==> config.mk <==
export PLATFORM = sky130hd
export DESIGN_NAME = tmr_voter
export DESIGN_NICKNAME = d
export VERILOG_FILES = /design/src/rtl/tmr_voter.sv
export SDC_FILE = /design/constraint.sdc
export NUM_CORES = 1
export LEC_CHECK = 0
export BUFFER_PORTS_ARGS = -buffer_cell sky130_fd_sc_hd__buf_2
export CORE_AREA = 2 2 39 41
export DETAILED_ROUTE_END_ITERATION = 8
export DIE_AREA = 0 0 41 43
export GPL_TIMING_DRIVEN = 0
export PLACE_DENSITY_LB_ADDON = 0.15
export SETUP_SLACK_MARGIN = 0.02
export SYNTH_ARGS = -nofsm -noshare
export SYNTH_HDL_FRONTEND = slang
export SYNTH_SLANG_ARGS = --single-unit
==> constraint.sdc <==
create_clock -name vclk -period 1
set_clock_uncertainty 0.05 [all_clocks]
set_input_delay 0.15 -clock vclk [all_inputs]
set_output_delay 0.15 -clock vclk [all_outputs]
set_load 0.02 [all_outputs]
==> src/rtl/tmr_voter.sv <==
// majority or pairwise voter over a generic payload with per-input error flags
`default_nettype none

module tmr_voter #(
	parameter type payload_t = logic
) (
	input wire payload_t in_i [3],

	// compare inputs 0 and 1 only, no correction
	input wire logic only_two_i,

	output payload_t voted_o,
	output logic [2:0] err_detected_o,
	output logic err_corrected_o,
	output logic any_err_o
);

	logic eq_01;
	logic eq_02;
	logic eq_12;

	assign eq_01 = (in_i[0] == in_i[1]);
	assign eq_02 = (in_i[0] == in_i[2]);
	assign eq_12 = (in_i[1] == in_i[2]);

	always_comb begin
		voted_o         = in_i[0];
		err_detected_o  = 3'b000;
		err_corrected_o = 1'b0;
		if (only_two_i) begin
			// a mismatch can't be blamed on either side
			err_detected_o[1:0] = {2{~eq_01}};
		end else if (!eq_01 && !eq_02 && !eq_12) begin
			// no majority, input 0 passes through unchecked
			err_detected_o = 3'b111;
		end else if (!eq_01 || !eq_02) begin
			// exactly one input is off, the other two win
			err_corrected_o = 1'b1;
			if (eq_01) begin
				err_detected_o[2] = 1'b1;
			end else if (eq_02) begin
				err_detected_o[1] = 1'b1;
			end else begin
				voted_o           = in_i[1];
				err_detected_o[0] = 1'b1;
			end
		end
	end

	assign any_err_o = |err_detected_o;

endmodule

`default_nettype wire

==> impl_metrics.ini <==
[final_layout]
fin_cells = 51
final_util_pct = 22.69
clkbuf_count = 0
seqCellArea_um2 = 0
final_cell_mix = buf_6 (5), buf_2 (4), buf_8 (3), buf_4 (3)
final_cell_area_um2 = 314.1
final_common_cell = buf_6
drive_above_1_share_pct = 65.71
nFlopsAndLatches = 0
synthToLayoutAreaGrowth_pct = 130.3
n_antenna_cell = 0
nNetsFinal = 41
nFillCells = 158

[timing]
tightest_slew_ns = 0.2020
finalHoldViolCount = 0
finalSetupTns_ns = -0.05708
clock.fmax_mhz = 965.1
layout_setup_ws_ns = -0.03621
post-route-period-util_pct = 103.6
period_minus_slack_ns = 1.036
rsz0062_at_grt = true
slew_headroom_pct = 86.43
drv_slew = 0
finalSetupViolCount = 3

[die]
rows = 14
dieArea_mm2 = 0.001763
core-area_mm2 = 0.001384
initial_utilization_pct = 9.855
io_pins = 10
die_h_um = 43
die_w_um = 41

[route]
drc = 0
vias = 197
wl_um = 423
wl_per_cell_um = 8.294
drt_pass1_iterations = 2
drt_iter0_drc = 1
drtAntennaViolNets = 0
via_per_inst = 3.863

[clocking]
ctsHoldBuffers = 0

[global_routing]
grt_antenna_before_repair = 0
grt-ovfl-total = 0
grt_pass1_wl_um = 696
grt_usage_pct = 5.095
grt_pass1_vias = 176
grt_max_degree = 11

[worst_setup_path]
worstSetupStartpointType = input port
crit_required_ns = 0.80
slowest_stage = o31a_4
path_delay_family = buffers and inverters
critPathCaptureType = output port
path_cells = buf_8, buf_6, o31a_4, buf_6
cpMostUsedCell = buf_6
critPathMaxStageDelay_ns = 0.34
crit_fanout = 5
critPathBufInv = 3
critical_path_class = in2out
crit_arrival_ns = 0.84

[hold_path]
hold_class = in2out

[synth]
yosys.area.top_type = a21o_1
synth_top_area_share_pct = 11.01
syn_inst = 22
ys_types = 14
syn_area_um2 = 136.4
yosysWarnings = 0
postSynthAreaPerCell_um2 = 6.199
synth_area_leaders = a21o_1 (11%), nor2_1 (11%), nor3b_1 (11%)
yosysSeqAreaShare_pct = 0
syn-num-nets = 26

[run_status]
violations = negative setup slack
status = complete, but fails checks

[place]
port_buffers = 10
pre_cts_ws_ns = -0.1248
place_congestion = 0.6573
dp.cells = 48
dpl-instance-area_um2 = 215.2

[power_and_ir_drop]
max-vdd-ir-drop_uv = 113.9
power_density_mw_per_mm2 = 492.3
p_leak_uw = 0.0001521

[run]
cap_violations = 0
[layout make-up]
type | instances | area [µm²] | area share, %
multi-input cells | 20 | 150.1 | 47.81
repair buffers | 13 | 117.6 | 37.45
plain buffers | 2 | 26.28 | 8.367
well taps | 16 | 20.02 | 6.375
[Yosys cell counts]
library cell	instances
nand3b_1	1
nor3b_1	2
o211ai_1	1
nand2_1	2
a21oi_1	1
and3_2	1
o21ai_0	2
nor3_1	2
buf_2	1
nor2_1	4
buf_4	1
nor2b_4	1
a21o_1	2
o31a_2	1
[where the power goes]
group | switching, µW | internal [µW]
Combinational | 72.7 | 81.9
Clock | 0 | 0
Sequential | 0 | 0
[kinds of logic after synthesis]
family	Yosys count	synth area share, %
buffers and inverters	2	9.173
and+or+nand+nor	13	55.96
AOI/OAI and AO/OA	7	34.86
[routing by layer]
| metal | track usage [%] | vias to the layer above | share of wire, % |
|---|---|---|---|
| met2 | 8.125 | 5 | 50 |
| met1 | 7.911 | 85 | 44 |
| li1 | - | 107 | - |
| met5 | 0 | - | 0 |
| met3 | 0 | 0 | 5.7 |
| met4 | 0 | 0 | 0 |
[stage by stage]
step                hold WS [ns]  total power (µW)
finish                    0.5557             154.6
CTS                       0.5690             141.7
floorplan                 0.2917             72.55
detailed placement        0.6086             110.2
global placement          0.6082             110.0
global route              0.5710             165.5
[path summary, 6_finish.rpt]
path | startpoint | to | slack [ns] | depth (start not counted)
worst max-delay path | in_i[2] | any_err_o | -0.04 | 4
worst min-delay path | only_two_i | err_detected_o[2] | 0.56 | 3
[what timing repair did]
action                     in CTS  in global routing
setup buffers                   2                  0
setup endpoints to repair       6                  6
gates resized for setup        14                  8
cloned                          1                  0
pin swaps                       3                  2
No activity file was read; power rests on OpenSTA's default activity.
