[src/rtl/mult_ft_pkg.sv]
// operator codes, data and counter widths, CSR map and shared types of the multiplier
`default_nettype none

package mult_ft_pkg;

	//////////////////////////////
	// datapath
	//////////////////////////////

	// operand and result width
	localparam int unsigned DATA_W = 32;

	// lanes coming from the issuing pipelines
	localparam int unsigned N_LANES = 4;

	// multiplier replicas behind the voter
	localparam int unsigned N_REP = 3;

	typedef logic [DATA_W-1:0] data_t;

	// MUL and MAC keep the low word, MULH the high word of the signed product
	typedef enum logic [1:0] {
		OP_MUL  = 2'd0,
		OP_MAC  = 2'd1,
		OP_MULH = 2'd2
	} mult_op_e;

	//////////////////////////////
	// CSR map
	//////////////////////////////

	localparam int unsigned CSR_ADDR_W = 12;

	// custom machine-mode read/write range
	// replica k counter sits at base + k
	localparam logic [CSR_ADDR_W-1:0] CSR_CNT_BASE = 12'h7C0;

	// permanent-fault flags in bits 2..0, rest reads zero
	localparam logic [CSR_ADDR_W-1:0] CSR_FAULT_ADDR = CSR_CNT_BASE + 12'd3;

	//////////////////////////////
	// error counters
	//////////////////////////////

	localparam int unsigned CNT_W = 16;

	typedef logic [CNT_W-1:0] cnt_t;

endpackage

`default_nettype wire

[src/rtl/mult_lane_if.sv]
// interface carrying one replica's multiply request
`default_nettype none

interface mult_lane_if;

	// operation valid for this replica
	logic enable;

	mult_ft_pkg::mult_op_e op;

	// multiplicand, multiplier and accumulate operand
	mult_ft_pkg::data_t op_a;
	mult_ft_pkg::data_t op_b;
	mult_ft_pkg::data_t op_c;

	// driven by the lane steering stage
	modport source (
		output enable,
		output op,
		output op_a,
		output op_b,
		output op_c
	);

	// read by a multiplier replica
	modport sink (
		input enable,
		input op,
		input op_a,
		input op_b,
		input op_c
	);

endinterface

`default_nettype wire

[src/rtl/mult_unit.sv]
// two-stage pipelined integer multiplier replica with MUL, MAC and MULH
`default_nettype none

module mult_unit (
	input wire logic clk,
	input wire logic arst_n_i,

	mult_lane_if.sink lane_i,

	input wire logic ex_ready_i,

	output mult_ft_pkg::data_t result_o,
	output logic valid_o,
	output logic ready_o
);

	localparam int unsigned W = mult_ft_pkg::DATA_W;

	logic stall;
	logic signed [2*W-1:0] prod;

	logic s1_valid_q;
	mult_ft_pkg::mult_op_e s1_op_q;
	logic signed [2*W-1:0] s1_prod_q;
	mult_ft_pkg::data_t s1_c_q;

	logic s2_valid_q;
	mult_ft_pkg::data_t s2_result_d;
	mult_ft_pkg::data_t s2_result_q;

	// hold the whole pipe while the result waits for the EX stage
	assign stall = s2_valid_q & ~ex_ready_i;

	// full signed product, low word is the same for signed and unsigned
	assign prod = $signed(lane_i.op_a) * $signed(lane_i.op_b);

	//////////////////////////////
	// stage 1
	//////////////////////////////

	always_ff @(posedge clk) begin
		if (!stall && lane_i.enable) begin
			s1_op_q   <= lane_i.op;
			s1_prod_q <= prod;
			s1_c_q    <= lane_i.op_c;
		end
	end

	//////////////////////////////
	// stage 2
	//////////////////////////////

	always_comb begin
		case (s1_op_q)
			mult_ft_pkg::OP_MAC:  s2_result_d = s1_prod_q[W-1:0] + s1_c_q;
			mult_ft_pkg::OP_MULH: s2_result_d = s1_prod_q[2*W-1:W];
			default:              s2_result_d = s1_prod_q[W-1:0];
		endcase
	end

	// result cleared too, so all replicas start out equal at the voter
	always_ff @(posedge clk or negedge arst_n_i) begin
		if (!arst_n_i) begin
			s1_valid_q  <= 1'b0;
			s2_valid_q  <= 1'b0;
			s2_result_q <= '0;
		end else if (!stall) begin
			s1_valid_q <= lane_i.enable;
			s2_valid_q <= s1_valid_q;
			if (s1_valid_q) begin
				s2_result_q <= s2_result_d;
			end
		end
	end

	assign result_o = s2_result_q;
	assign valid_o  = s2_valid_q;
	assign ready_o  = ~stall;

endmodule

`default_nettype wire

[src/flat_wrapper.sv]
// flat-port wrapper written by rule: the top's interface ports become plain ports
module mult_unit_flat 
  (clk, arst_n_i, ex_ready_i, result_o, valid_o, ready_o, lane_i_enable, lane_i_op, lane_i_op_a, lane_i_op_b, lane_i_op_c);
  mult_lane_if lane_i_i ();
  input wire logic clk;
  input wire logic arst_n_i;
  input wire logic ex_ready_i;
  output mult_ft_pkg::data_t result_o;
  output logic valid_o;
  output logic ready_o;
  input wire logic [$bits(lane_i_i.enable)-1:0] lane_i_enable;
  input wire logic [$bits(lane_i_i.op)-1:0] lane_i_op;
  input wire logic [$bits(lane_i_i.op_a)-1:0] lane_i_op_a;
  input wire logic [$bits(lane_i_i.op_b)-1:0] lane_i_op_b;
  input wire logic [$bits(lane_i_i.op_c)-1:0] lane_i_op_c;
  assign lane_i_i.enable = lane_i_enable;
  assign lane_i_i.op = lane_i_op;
  assign lane_i_i.op_a = lane_i_op_a;
  assign lane_i_i.op_b = lane_i_op_b;
  assign lane_i_i.op_c = lane_i_op_c;
  mult_unit u_core (.clk(clk), .arst_n_i(arst_n_i), .lane_i(lane_i_i), .ex_ready_i(ex_ready_i), .result_o(result_o), .valid_o(valid_o), .ready_o(ready_o));
endmodule
[config.mk]
export PLATFORM = sky130hd
export DESIGN_NAME = mult_unit_flat
export DESIGN_NICKNAME = d
export VERILOG_FILES = /design/src/rtl/mult_ft_pkg.sv /design/src/rtl/mult_lane_if.sv /design/src/rtl/mult_unit.sv /design/src/flat_wrapper.sv
export SDC_FILE = /design/constraint.sdc
export NUM_CORES = 2
export LEC_CHECK = 0
export BUFFER_PORTS_ARGS = -buffer_cell sky130_fd_sc_hd__clkbuf_2
export CORE_ASPECT_RATIO = 0.5
export CORE_UTILIZATION = 60
export CTS_BUF_LIST = sky130_fd_sc_hd__clkbuf_8 sky130_fd_sc_hd__clkbuf_16
export DETAILED_ROUTE_END_ITERATION = 16
export PLACE_DENSITY = 0.82
export SYNTH_ARGS = -nofsm -noshare
export SYNTH_HDL_FRONTEND = slang
export SYNTH_SLANG_ARGS = --single-unit
[constraint.sdc]
create_clock -name clk -period 7.7 [get_ports clk]
set_clock_uncertainty 0.1 [all_clocks]
set_input_delay 1.155 -clock clk [delete_from_list [all_inputs] [get_ports clk]]
set_output_delay 1.155 -clock clk [all_outputs]
set_load 0.02 [all_outputs]
==> results.sh <==
export IMPL_syn_area_per_cell_sq_um=9.71
export IMPL_fmax_mhz=119
export IMPL_grt_max_degree=73
export IMPL_die_area_sq_mm=0.0719
export IMPL_dp_hpwl_mm=96.8
export IMPL_ys_warn_count=0
export IMPL_ant_nets=0
export IMPL_drc=0
export IMPL_cp_data_arrival_time_ns=8.47
export IMPL_synth_mux_area_share_pct=0.124
export IMPL_syn_inst=4370
export IMPL_slew_viol_final=0
export IMPL_path_clk_slew_ns=0.06
export IMPL_rr_startpoint="u_core.s1_prod_q[0]"
export IMPL_drtIter0Drc=2973
export IMPL_rsz0062_at_grt="yes"
export IMPL_synthFlopType="edfxtp_1"
export IMPL_outcome="complete, but fails checks"
export IMPL_violations="setup timing"
export IMPL_tightest_slew_ns=0.996
export IMPL_via_count=33308
export IMPL_finalWeightedCongestion=0.962
export IMPL_clk_latency_ns=0.43
export IMPL_ys_ff_latch=132
export IMPL_port_buffers=135
export IMPL_setup_viol=33
export IMPL_cts_made_buffers=17
export IMPL_die_w_um=378
export IMPL_num_rows=68
export IMPL_routed_wl_mm=121
export IMPL_ys_types=71
export IMPL_grt_total_usage_pct=34.2
export IMPL_pre_cts_ws_ns=-1.41
export IMPL_syn_area_sq_mm=0.0424
export IMPL_root_buffer="clkbuf_16"
export IMPL_crit_top_cell="fa_1"
export IMPL_grt_pass1_vias=36962
export IMPL_finalHoldViolCount=0
export IMPL_min_from="u_core.result_o[21]"
export IMPL_grt_overflow_total=0
export IMPL_vias_per_cell=5.76
export IMPL_crit_required_ns=7.76
export IMPL_synth_fp_nets=5772
export IMPL_period_needed_ns=8.40
export IMPL_syn_to_final_growth_pct=19.0
export IMPL_clkSinkCount=132
export IMPL_drt_pass1_iter_count=8
export IMPL_async_reset_ff_share_pct=25.8
export IMPL_start_kind="primary input"
export IMPL_final_setup_tns_ns=-10.46
export IMPL_nNetsFinal=6224
export IMPL_worst_path_max_delay_cell="fa_1"
export IMPL_relSlewSlack_pct=33.6
export IMPL_routedWlPerCell_um=21.0
export IMPL_cp_top_family="adder cells"
export IMPL_cp_buffers_inverters=6
export IMPL_clock_path_buffers=2
export IMPL_nFillCells=4448
export IMPL_worstSetupPathType="primary input to flop"
export IMPL_synth_compound_area_share_pct=5.74
export IMPL_core_area_sq_mm=0.0694
export IMPL_synthAdderAreaFrac_pct=57.5
export IMPL_cts_tree="done"
export IMPL_cp_startpoint="lane_i_op_a[29]"
export IMPL_fin_crit_sh_pct=109
export IMPL_yosys_area_share_simple_pct=14.9
export IMPL_die_h_um=190
export IMPL_yosysSeqAreaShare_pct=8.94
export IMPL_fin_hold_ws_ns=0.387
export IMPL_htreeDepth=4
export IMPL_crit_fanout=13
export IMPL_max_cap_violations=0
export IMPL_fin_util_pct=72.8
export IMPL_synth_top_family_by_area="adder cells"
export IMPL_grt_pass1_wl_mm=191
export IMPL_synth_edf_count=98
export IMPL_io_pins=136
export IMPL_setup_ws_ns=-0.703
export IMPL_synthXorXnorAreaFrac_pct=2.08
export IMPL_holdCritPathClass="flop to flop"
export IMPL_initial_utilization_pct=61.1
export IMPL_critical_path_max_stage_delay_ns=0.62
export IMPL_antenna_found_initial=5
export IMPL_end_kind="flop"
export IMPL_layout_drive_gt1_share_pct=19.6
==> worst reg2reg max path: cells and delay by family, from the launching register on <==
family	cells	cell delay, ns
adders and majority gates	2	0.70
DFF	1	0.50
xor gates and xnor gates	1	0.22
AOI/OAI and AO/OA	9	2.60
==> Yosys cell counts (all sizes together), types with 5 or more instances <==
cell type	number	share of area, %
a221o	12	0.28
and2	511	7.5
a211oi	5	0.088
ha	217	6.4
nor2b	6	0.088
nand2	570	5.0
a221oi	16	0.33
edfxtp	98	6.9
o22ai	11	0.16
xnor2	68	1.4
and3	13	0.20
o21bai	22	0.39
or3	7	0.10
a21oi	108	1.3
nor3	10	0.13
nor2	75	0.67
o31ai	10	0.21
o21ai	82	0.99
dfrtp	34	2.0
o211ai	7	0.12
a31oi	7	0.10
a2111oi	6	0.18
nand4	17	0.27
a21o	57	1.0
clkbuf	222	2.1
nand3	14	0.17
xor2	33	0.68
fa	1083	51
nand2b	19	0.28
a21boi	5	0.088
inv	970	8.6
==> stage by stage <==
stage	area [sq um]	instances
after floorplan	42800	4370
after global placement	47700	5694
after detailed placement	47700	5694
after CTS	49700	5767
after global routing	50500	5782
final	50500	5782
==> flip-flops by register name, indices dropped and copies added, names as in the netlist <==
signal             flops
u_core.s1_op_q         2
u_core.s1_c_q         32
u_core.s1_valid_q      1
u_core.result_o       32
u_core.valid_o         1
u_core.s1_prod_q      64
==> area by class of cell <==
class	instances	area [sq um]	share of cell area, %
antenna	2	5.00	0.00991
clock buffer	17	425	0.842
clock inverter	15	141	0.280
inverter	970	3650	7.22
multi-input combinational	3040	35400	70.1
sequential	132	3790	7.51
tap	945	1180	2.34
timing repair buffer	661	5930	11.7
==> repair_timing <==
action | 4_1_cts | 5_1_grt
setup endpoints to repair | 37 | 42
hold buffers | 0 | 0
resized for setup | 228 | 199
pin swaps | 132 | 127
cloned | 2 | 4
buffers inserted | 50 | 26
==> routing by layer <==
layer / part of all wire (%) / track usage, %
met1: 36 / 44.5
met5: 0.022 / 0
met3: 9.3 / 4.39
met4: 5.5 / 16.2
met2: 50 / 57.5
==> logic make-up (layout without fill, tap and decap cells) <==
| family | count (synthesis) | count (layout) |
|---|---|---|
| fa+ha+maj | 1300 | 1300 |
| simple gates | 1263 | 1263 |
| buf+inv | 1198 | 1663 |
| compound gates | 371 | 371 |
| flops | 132 | 132 |
| xor+xnor | 101 | 101 |
| mux | 5 | 5 |
| other cells | 0 | 2 |
==> worst paths after layout <==
kind                            slack, ns  cells past startpoint                   end
worst min-delay path                 0.39                      2   u_core.result_o[21]
worst max register to register       3.44                     12   u_core.result_o[28]
min in group asynchronous            0.75                      1   u_core.result_o[27]
worst max-delay path                -0.70                     26  u_core.s1_prod_q[63]
worst min register to register       0.39                      2   u_core.result_o[21]
max in group asynchronous            6.16                      1    u_core.result_o[7]
==> layout by cell type (no fill, tap or decap), types with 7 or more instances in the layout <==
cell	n
fa_2	43
nand3_1	12
nand2_2	10
xnor2_2	7
a21oi_2	20
nor2_1	68
xnor2_1	56
a221oi_1	16
nand2_1	558
o21ai_0	63
clkbuf_4	9
clkbuf_16	24
a21o_1	54
clkbuf_2	95
a21oi_4	8
o22ai_1	11
buf_12	46
and3_1	9
nand4_1	16
ha_1	193
o21bai_1	20
xor2_1	25
and2_1	481
ha_4	22
buf_4	395
o211ai_1	7
a221o_1	12
edfxtp_1	98
dfrtp_1	34
fa_1	1040
inv_1	943
clkbuf_8	13
inv_2	27
nor3_1	9
a21oi_1	80
o21ai_2	8
buf_8	13
nand2b_1	19
and2_4	30
buf_6	78
Power is left out: the tool's default activity adds up to more than one toggle a clock period on the data nets, which glitch-free logic cannot reach.
