==> src/rtl/mult_ft_pkg.sv <==
// operator codes, data and counter widths, CSR map and shared types of the multiplier
`default_nettype none

package mult_ft_pkg;

	//////////////////////////////
	// datapath
	//////////////////////////////

	// operand and result width
	localparam int unsigned DATA_W = 32;

	// lanes coming from the issuing pipelines
	localparam int unsigned N_LANES = 4;

	// multiplier replicas behind the voter
	localparam int unsigned N_REP = 3;

	typedef logic [DATA_W-1:0] data_t;

	// MUL and MAC keep the low word, MULH the high word of the signed product
	typedef enum logic [1:0] {
		OP_MUL  = 2'd0,
		OP_MAC  = 2'd1,
		OP_MULH = 2'd2
	} mult_op_e;

	//////////////////////////////
	// CSR map
	//////////////////////////////

	localparam int unsigned CSR_ADDR_W = 12;

	// custom machine-mode read/write range
	// replica k counter sits at base + k
	localparam logic [CSR_ADDR_W-1:0] CSR_CNT_BASE = 12'h7C0;

	// permanent-fault flags in bits 2..0, rest reads zero
	localparam logic [CSR_ADDR_W-1:0] CSR_FAULT_ADDR = CSR_CNT_BASE + 12'd3;

	//////////////////////////////
	// error counters
	//////////////////////////////

	localparam int unsigned CNT_W = 16;

	typedef logic [CNT_W-1:0] cnt_t;

endpackage

`default_nettype wire

==> src/rtl/err_counter.sv <==
// per-replica error counters with sticky permanent-fault flags and CSR access
`default_nettype none

module err_counter #(
	parameter int unsigned FAULT_THRESHOLD = 4
) (
	input wire logic clk,
	input wire logic arst_n_i,

	// result handed to EX this cycle
	input wire logic transfer_i,
	input wire logic [mult_ft_pkg::N_REP-1:0] rep_err_i,

	input wire logic [mult_ft_pkg::CSR_ADDR_W-1:0] csr_addr_i,
	input wire logic csr_re_i,
	input wire logic csr_we_i,
	input wire mult_ft_pkg::data_t csr_wdata_i,
	output mult_ft_pkg::data_t csr_rdata_o,

	output logic [mult_ft_pkg::N_REP-1:0] permanent_faulty_o
);

	localparam int unsigned N = mult_ft_pkg::N_REP;
	localparam mult_ft_pkg::cnt_t THRESH = mult_ft_pkg::cnt_t'(FAULT_THRESHOLD);

	mult_ft_pkg::cnt_t cnt_q [N];
	logic [N-1:0] fault_q;

	logic [N-1:0] cnt_sel;
	logic [N-1:0] cnt_inc;
	logic [N-1:0] cnt_hit;
	logic [N-1:0] fault_clr;

	for (genvar k = 0; k < N; k++) begin : g_rep
		localparam logic [mult_ft_pkg::CSR_ADDR_W-1:0] CNT_ADDR =
			mult_ft_pkg::CSR_CNT_BASE + mult_ft_pkg::CSR_ADDR_W'(k);

		assign cnt_sel[k] = (csr_addr_i == CNT_ADDR);
		// saturate instead of wrapping
		assign cnt_inc[k] = transfer_i && rep_err_i[k] && (cnt_q[k] != '1);
		assign cnt_hit[k] = cnt_inc[k] && ((cnt_q[k] + 1'b1) >= THRESH);
	end

	// write-one-to-clear on the flag word
	assign fault_clr = (csr_we_i && (csr_addr_i == mult_ft_pkg::CSR_FAULT_ADDR)) ?
		csr_wdata_i[N-1:0] : '0;

	//////////////////////////////
	// counters and flags
	//////////////////////////////

	always_ff @(posedge clk or negedge arst_n_i) begin
		if (!arst_n_i) begin
			for (int k = 0; k < N; k++) begin
				cnt_q[k] <= '0;
			end
			fault_q <= '0;
		end else begin
			for (int k = 0; k < N; k++) begin
				if (csr_we_i && cnt_sel[k]) begin
					cnt_q[k] <= csr_wdata_i[mult_ft_pkg::CNT_W-1:0];
				end else if (cnt_inc[k]) begin
					cnt_q[k] <= cnt_q[k] + 1'b1;
				end
			end
			// a new hit wins over a clear in the same cycle
			fault_q <= (fault_q & ~fault_clr) | cnt_hit;
		end
	end

	//////////////////////////////
	// CSR read
	//////////////////////////////

	always_comb begin
		csr_rdata_o = '0;
		if (csr_re_i) begin
			if (csr_addr_i == mult_ft_pkg::CSR_FAULT_ADDR) begin
				csr_rdata_o[N-1:0] = fault_q;
			end
			for (int k = 0; k < N; k++) begin
				if (cnt_sel[k]) begin
					csr_rdata_o[mult_ft_pkg::CNT_W-1:0] = cnt_q[k];
				end
			end
		end
	end

	assign permanent_faulty_o = fault_q;

endmodule

`default_nettype wire

==> config.mk <==
export PLATFORM = sky130hd
export DESIGN_NAME = err_counter
export DESIGN_NICKNAME = d
export VERILOG_FILES = /design/src/rtl/mult_ft_pkg.sv /design/src/rtl/err_counter.sv
export SDC_FILE = /design/constraint.sdc
export NUM_CORES = 1
export LEC_CHECK = 0
export ABC_AREA = 1
export BUFFER_PORTS_ARGS = -buffer_cell sky130_fd_sc_hd__buf_2
export CAP_MARGIN = 40
export CORE_MARGIN = 2
export CORE_UTILIZATION = 49
export CTS_CLUSTER_DIAMETER = 40
export DETAILED_ROUTE_END_ITERATION = 8
export GPL_ROUTABILITY_DRIVEN = 0
export HOLD_SLACK_MARGIN = 0.02
export MAX_ROUTING_LAYER = met4
export PLACE_DENSITY = 0.72
export SETUP_SLACK_MARGIN = 0.4
export SKIP_LAST_GASP = 1
export SLEW_MARGIN = 20
export SYNTH_ARGS = -nofsm -noshare
export SYNTH_HDL_FRONTEND = slang
export SYNTH_SLANG_ARGS = --single-unit
==> constraint.sdc <==
create_clock -name clk -period 2.29 [get_ports clk]
set_clock_uncertainty 0.1 [all_clocks]
set_input_delay 0.229 -clock clk [delete_from_list [all_inputs] [get_ports clk]]
set_output_delay 0.229 -clock clk [all_outputs]
set_load 0.01 [all_outputs]
==> results of run 1 <==
==> worst max-delay path by stage <==
stage                                        to  slack [ns]  cells after the start          start
after CTS                        csr_rdata_o[9]        0.35                     11  csr_addr_i[5]
final                            csr_rdata_o[6]        0.33                     11  csr_addr_i[5]
after global routing      permanent_faulty_o[2]        0.29                     13       cnt_q[1]
after floorplan                       cnt_q[43]        0.55                     12      cnt_q[32]
after detailed placement              cnt_q[13]        0.08                      9       cnt_q[0]
after global placement                cnt_q[13]        0.12                      9       cnt_q[0]
==> layer usage <==
layer	track usage, %	vias to the layer above
met1	39.42	2445
met2	49.92	281
met5	-	-
met3	4.369	75
li1	-	2502
met4	12.96	0
==> power groups by stage <==
| stage | Clock (mW) | Sequential, mW | Combinational [mW] |
|---|---|---|---|
| 2_1_floorplan | 0 | 1.19 | 0.669 |
| 3_3_place_gp | 0 | 1.28 | 0.793 |
| 3_5_place_dp | 0 | 1.28 | 0.812 |
| 4_1_cts | 0.685 | 1.25 | 0.906 |
| 5_1_grt | 0.726 | 1.31 | 1.17 |
| 6_report | 0.673 | 1.29 | 1.05 |
==> flip-flops by register name, indices dropped and copies added, names as in the netlist <==
name,flops
cnt_q,48
permanent_faulty_o,3
==> worst max-delay path: stages <==
cell and delay [ns]:
buf_6 0.10, nor2_4 0.11, nand3_4 0.09, inv_2 0.07, nand2_4 0.07, nor2_4 0.16, nand2_4 0.10, clkinvlp_4 0.15
nand3_1 0.15, a31oi_1 0.23, buf_2 0.17
==> cell usage after synthesis (3+ instances only) <==
cell type / n / area, sq um
nand2_1: 270 / 1013
nand3_1: 82 / 410.4
inv_1: 67 / 251.5
nor2_1: 55 / 206.5
dfrtp_1: 51 / 1276
o21ai_0: 30 / 150.1
nand4_1: 20 / 125.1
o211ai_1: 17 / 127.6
buf_4: 16 / 120.1
a31oi_1: 13 / 81.33
nand2_2: 10 / 62.56
o21ai_2: 8 / 70.07
a21oi_1: 7 / 35.03
clkbuf_1: 6 / 22.52
nor2_2: 6 / 37.54
nor2_4: 6 / 67.56
nor3_1: 6 / 30.03
o21ai_1: 6 / 30.03
buf_2: 5 / 25.02
buf_6: 5 / 56.30
ha_1: 4 / 50.05
inv_2: 3 / 11.26
nand3_2: 3 / 30.03
nand3b_1: 3 / 22.52
xnor2_1: 3 / 26.28
==> cells by family after synthesis <==
kind of cell	after synthesis	share of synthesized area, %
AOI/OAI and AO/OA	88	12.38
and+or+nand+nor	469	46.24
adders and majority gates	4	1.098
buffers and inverters	105	11.25
DFF	51	27.99
xor gates and xnor gates	5	0.9607
other	1	0.08225
==> through the flow <==
step	power (mW)	worst slack (ns)	instances	util (%)	hold WS, ns
floorplan	1.858	0.5450	738	-	-0.1666
global route	3.206	0.2893	917	61.97	0.08436
global placement	2.074	0.1208	881	53.22	0.2744
CTS	2.844	0.3517	903	56.90	0.07853
detailed placement	2.092	0.08460	881	53.22	0.2780
finish	3.016	0.3304	917	61.97	0.07613
==> what timing repair did <==
item                                   in CTS  in global routing
gates cloned                                2                  4
buffers inserted                           11                  9
hold buffers                                1                  0
pin swaps                                   3                 24
gates resized for setup                    24                 90
setup endpoints to repair                  65                 66
endpoints found under the hold margin      31                  0
==> cell type report <==
type / instances / area (sq um) / share of cell area (%)
tap: 111 / 138.9 / 2.449
sequential: 51 / 1294 / 22.81
timing repair inverter: 2 / 15.01 / 0.2647
timing repair buffer: 90 / 655.6 / 11.56
clock inverter: 2 / 35.03 / 0.6177
multi-input combinational: 584 / 3176 / 55.99
clock buffer: 6 / 82.58 / 1.456
inverter: 71 / 275.3 / 4.853
==> metrics.md, run 1 <==
| Metric | Value |
|---|---|
| Worst r2r path cells | `12` |
| Post-DP HPWL | `11210 um` |
| Initial antenna violation count | `0` |
| CTS clock-pin slew for the worst setup and hold paths | `0.10 ns` |
| Combinational power share | `about a third` |
| Final Max Slew Viols | `0` |
| Pint | `~1.8 mW` |
| Die ar. | `approximately 10000 sq um` |
| Type of origin of the critical path | `input pin` |
| CP max FO | `6` |
| LEAKAGE | `about 2.6 nW` |
| Metal3 WL | `1192 um` |
| Worst vdd ir | `0.3189 mV` |
| CTS tree | `done` |
| Vias in the first global route | `4667` |
| Port buffer count | `between 50 and 60` |
| H-tree Lvls | `2` |
| Final min period | `just under 2 ns` |
| Reg power frac | `a little over two fifths` |
| Die W | `~100 um` |
| Crit path kind | `input pin to output port` |
| Post-DP Area | `roughly 5000 sq um` |
| Net Sw Frac | `39.21%` |
| Clk root buf | `clkbuf_8` |
| Most frequent cells in the layout | `262 x nand2_1, 72 x nand3_1, 63 x inv_1, 51 x buf_2, 41 x nor2_1` |
| # setup viols final | `0` |
| Vias per cell | `a little under 6` |
| Starting density of the core | `around 50%` |
| EDFF count, synth | `0` |
| Crit. End Element | `output port` |
| First-pass GRT wire length | `roughly 24000 um` |
| Area growth from synthesis to layout | `24.40%` |
| Final #Nets | `861` |
| Post-Synthesis Cells | `around 720` |
| CTS sink count | `51` |
| Reg2Reg Launch Point | `cnt_q[6]` |
| Ys async rst share | `100.0%` |
| Worst R2R End | `permanent_faulty_o[2]` |
| Final Instance Area | `between 5000 and 6000 sq um` |
| Synthesized cell area | `approximately 4600 sq um` |
| Iter 0 DRT Violations | `between 500 and 600` |
| GR Overflow Total | `0` |
| Largest net degree at the start of global routing | `34` |
| Register bit total from synthesis | `just over 50` |
| Period utilization | `85.57%` |
| Wire length on met1 | `6184 um` |
| Top Layer Used | `met4` |
| Avg Inst Size Synth | `approximately 6.3 sq um` |
| Final setup TNS | `0 ns` |
| R2R Setup Slk | `between 0.3 and 0.4 ns` |
| Sequential-to-total area share from yosys stat | `27.99%` |
| DRC violation count after routing | `0` |
| CTS Buf Count | `5` |
| WHS Path Cells | `3` |
| Final ANT Viol Nets | `0` |
| NetSw | `1.183 mW` |
| DRT Pass-1 Iters | `7` |
| Top FF cell, synth | `dfrtp_1` |
| Hold Startpoint | `csr_wdata_i[11]` |
| Req. time, crit path | `approximately 2.0 ns` |
| Final wirelength | `about 16000 um` |
| Met2 routed WL | `around 7300 um` |
| CTS Buffer Depth | `2` |
| Average wire per standard cell | `roughly 17 um` |
| I/O Pins | `87` |
| Synth warnings | `0` |
| Outcome | `finished clean` |
| Clk_lat worst skew | `about 0.31 ns` |
| Filler Cell Count | `a little over 800` |
| Clock power share | `22.3%` |
| Pwr/cell area | `between 500 and 600 nW/um^2` |
| Die Y | `between 100 and 150 um` |
| Core area | `9153 sq um` |
| Critical path arrival | `around 1.6 ns` |
| Hold Crit Class | `input pin to flop` |
| Endpoints failing hold | `0` |
| RSZ-0062 raised after global routing | `true` |
| Commonest non-fill, non-tap cell in the layout | `nand2_1` |
| Yosys cell types | `40` |
| Max-Cap Viols | `0` |
| Ant diodes | `0` |
| All-Layer GR Usage | `31.05%` |
| Vias | `5303` |
| Share of layout cells above drive strength 1 | `26.80%` |
| Num rows | `35` |
| Highest clock rate | `a little over 500 MHz` |
| Hold EP | `cnt_q[43]` |
No activity file was read; power rests on OpenSTA's default activity.
==> run 2: changes to the inputs <==
Settings changed: CORE_UTILIZATION 49 to 35, PLACE_DENSITY 0.72 to unset, RECOVER_POWER set to 50.
==> run 2 against run 1 <==
- final area is 3.8% higher
- worst setup slack worse by 0.021 ns
- non-clock buffer count is 10 higher
- sequential cell count stayed put
- global-route usage is 7.2 points lower
- critical path type is now flop to flop
- critical endpoint is now cnt_q[14]
- largest cell class unchanged
- highest routed layer unchanged
==> metrics.md, run 2 (synthesized netlist as in run 1, its figures left out) <==
| Metric | Value |
|---|---|
| DRT Pass-1 Iters | `5 (-2)` |
| Initial antenna violation count | `1 (+1)` |
| # setup viols final | `0 (unchanged)` |
| Final min period | `1.981 ns (+0.02121 ns)` |
| Clk_lat worst skew | `0.31 ns (about the same)` |
| Endpoints failing hold | `0 (unchanged)` |
| Crit path kind | `flop to flop` |
| All-Layer GR Usage | `23.81% (-7.2 points)` |
| CP max FO | `12 (+6)` |
| Vias in the first global route | `4649 (-0.39%)` |
| Die ar. | `13960 sq um (+38%)` |
| Fin util | `46.45% (-16 points)` |
| Final ANT Viol Nets | `0 (unchanged)` |
| I/O Pins | `87 (unchanged)` |
| Max FFs per register | `48 (unchanged)` |
| Crit. End Element | `flop` |
| Req. time, crit path | `2.36 ns (+0.40 ns)` |
| Average wire per standard cell | `16.60 um (-1.8%)` |
| Commonest non-fill, non-tap cell in the layout | `nand2_1` |
| Final Max Slew Viols | `0 (unchanged)` |
| Final setup TNS | `0 ns (unchanged)` |
| Starting density of the core | `35.98% (-14 points)` |
| Die W | `118.1 um (+18%)` |
| Vias | `5043 (-4.9%)` |
| CTS tree | `done` |
| Most frequent cells in the layout | `257 x nand2_1, 70 x nand3_1, 62 x inv_1, 47 x buf_2, 42 x nor2_1` |
| Core area | `12670 sq um (+38%)` |
| Outcome | `finished clean` |
| Pwr/cell area | `533.4 nW/um^2 (+0.32%)` |
| H-tree Lvls | `2 (unchanged)` |
| Worst vdd ir | `0.4035 mV (+27%)` |
| Port buffer count | `54 (unchanged)` |
| CTS Buf Count | `5 (unchanged)` |
| Largest net degree at the start of global routing | `34 (unchanged)` |
| Die Y | `118.1 um (+18%)` |
| Post-DP HPWL | `12020 um (+7.2%)` |
| Area growth from synthesis to layout | `29.09%` |
| Max-Cap Viols | `0 (unchanged)` |
| Period utilization | `86.50% (+0.93 points)` |
| RSZ-0062 raised after global routing | `true` |
| Final #Nets | `870 (+1.0%)` |
| Clk root buf | `clkbuf_16` |
| DRC violation count after routing | `0 (unchanged)` |
| Most flops, register | `cnt_q` |
| Iter 0 DRT Violations | `391 (-22%)` |
| Type of origin of the critical path | `flop` |
| Final Instance Area | `5886 sq um (+3.8%)` |
| Vias per cell | `5.109 (-12%)` |
| CTS sink count | `51 (unchanged)` |
| Max-slew headroom | `between 10% and 20%` |
| Highest clock rate | `504.8 MHz (-1.1%)` |
| First-pass GRT wire length | `25070 um (+5.6%)` |
| Slew @ Worst Pin | `1.218 ns` |
| Hold Crit Class | `input pin to flop` |
| Post-DP Area | `5027 sq um (+3.2%)` |
| Critical path arrival | `2.05 ns (+0.42 ns)` |
| Power consumption | `3.140 mW (+4.1%)` |
| LEAKAGE | `2.649 nW (+3.5%)` |
| Filler Cell Count | `1332 (+62%)` |
| GR Overflow Total | `0 (unchanged)` |
| Final wirelength | `16380 um (+5.7%)` |
| CTS clock-pin slew for the worst setup and hold paths | `0.07 ns (-0.03 ns)` |
| CTS Buffer Depth | `2 (unchanged)` |
| Num rows | `41 (+17%)` |
| Share of layout cells above drive strength 1 | `27.76% (+0.97 points)` |
## run 2: worst paths after layout
path,endpoint,startpoint,slack [ns],cells past startpoint
hold / removal,cnt_q[43],csr_wdata_i[11],0.06,3
setup / recovery,cnt_q[14],cnt_q[1],0.31,7
hold reg to reg,permanent_faulty_o[0],permanent_faulty_o[0],0.46,2
min in group asynchronous,cnt_q[6],arst_n_i,0.60,2
max in group asynchronous,cnt_q[25],arst_n_i,0.68,2
setup reg to reg,cnt_q[14],cnt_q[1],0.31,7
## run 2: report_power, final
group          internal (mW)  total, mW  switching, mW
clock                  0.428      0.791          0.362
combinational          0.439       1.08          0.646
sequential              1.05       1.26          0.213
## run 2: critical path, cell delays in order (launching register included)
cell and delay [ns]:
dfrtp_1 0.39, ha_2 0.20, nand2_2 0.08, nor2_4 0.05
nand3_2 0.08, o21ai_1 0.15, o21ai_2 0.68, o21ai_1 0.11
## run 2: what timing repair did
| action | in CTS | in global routing |
|---|---|---|
| cloned | 2 | 2 |
| gates resized for setup | 42 | 91 |
| setup buffers | 10 | 13 |
| endpoints found under the hold margin | 18 | 0 |
| pin swaps | 7 | 34 |
| hold buffers | 1 | 0 |
| setup endpoints to repair | 65 | 66 |
## run 2: layer usage
metal  part of all wire [%]  vias to the layer above  global-route usage (%)
met1                     43                     2328                   31.59
met2                     46                      163                   36.49
met5                      0                        -                       -
li1                       -                     2517                       -
met4                    3.6                        0                   7.831
met3                    6.8                       35                   4.585
## run 2: per-stage QoR
stage,hold slack (ns),setup slack [ns],cells
floorplan,-0.1666,0.5450,738
global placement,0.1308,0.08101,951
detailed placement,0.1361,0.07629,951
CTS,0.05765,0.3919,971
global route,0.08998,0.1423,987
finish,0.05820,0.3092,987
## run 2: final cells by class
| type | count | area [sq um] | area share, % |
|---|---|---|---|
| timing repair inverter | 1 | 7.507 | 0.1276 |
| inverter | 71 | 277.8 | 4.719 |
| clock inverter | 1 | 5.005 | 0.08503 |
| clock buffer | 6 | 138.9 | 2.360 |
| multi-input combinational | 584 | 3239 | 55.04 |
| timing repair buffer | 100 | 709.4 | 12.05 |
| tap | 172 | 215.2 | 3.656 |
| sequential | 51 | 1290 | 21.92 |
| antenna | 1 | 2.502 | 0.04252 |
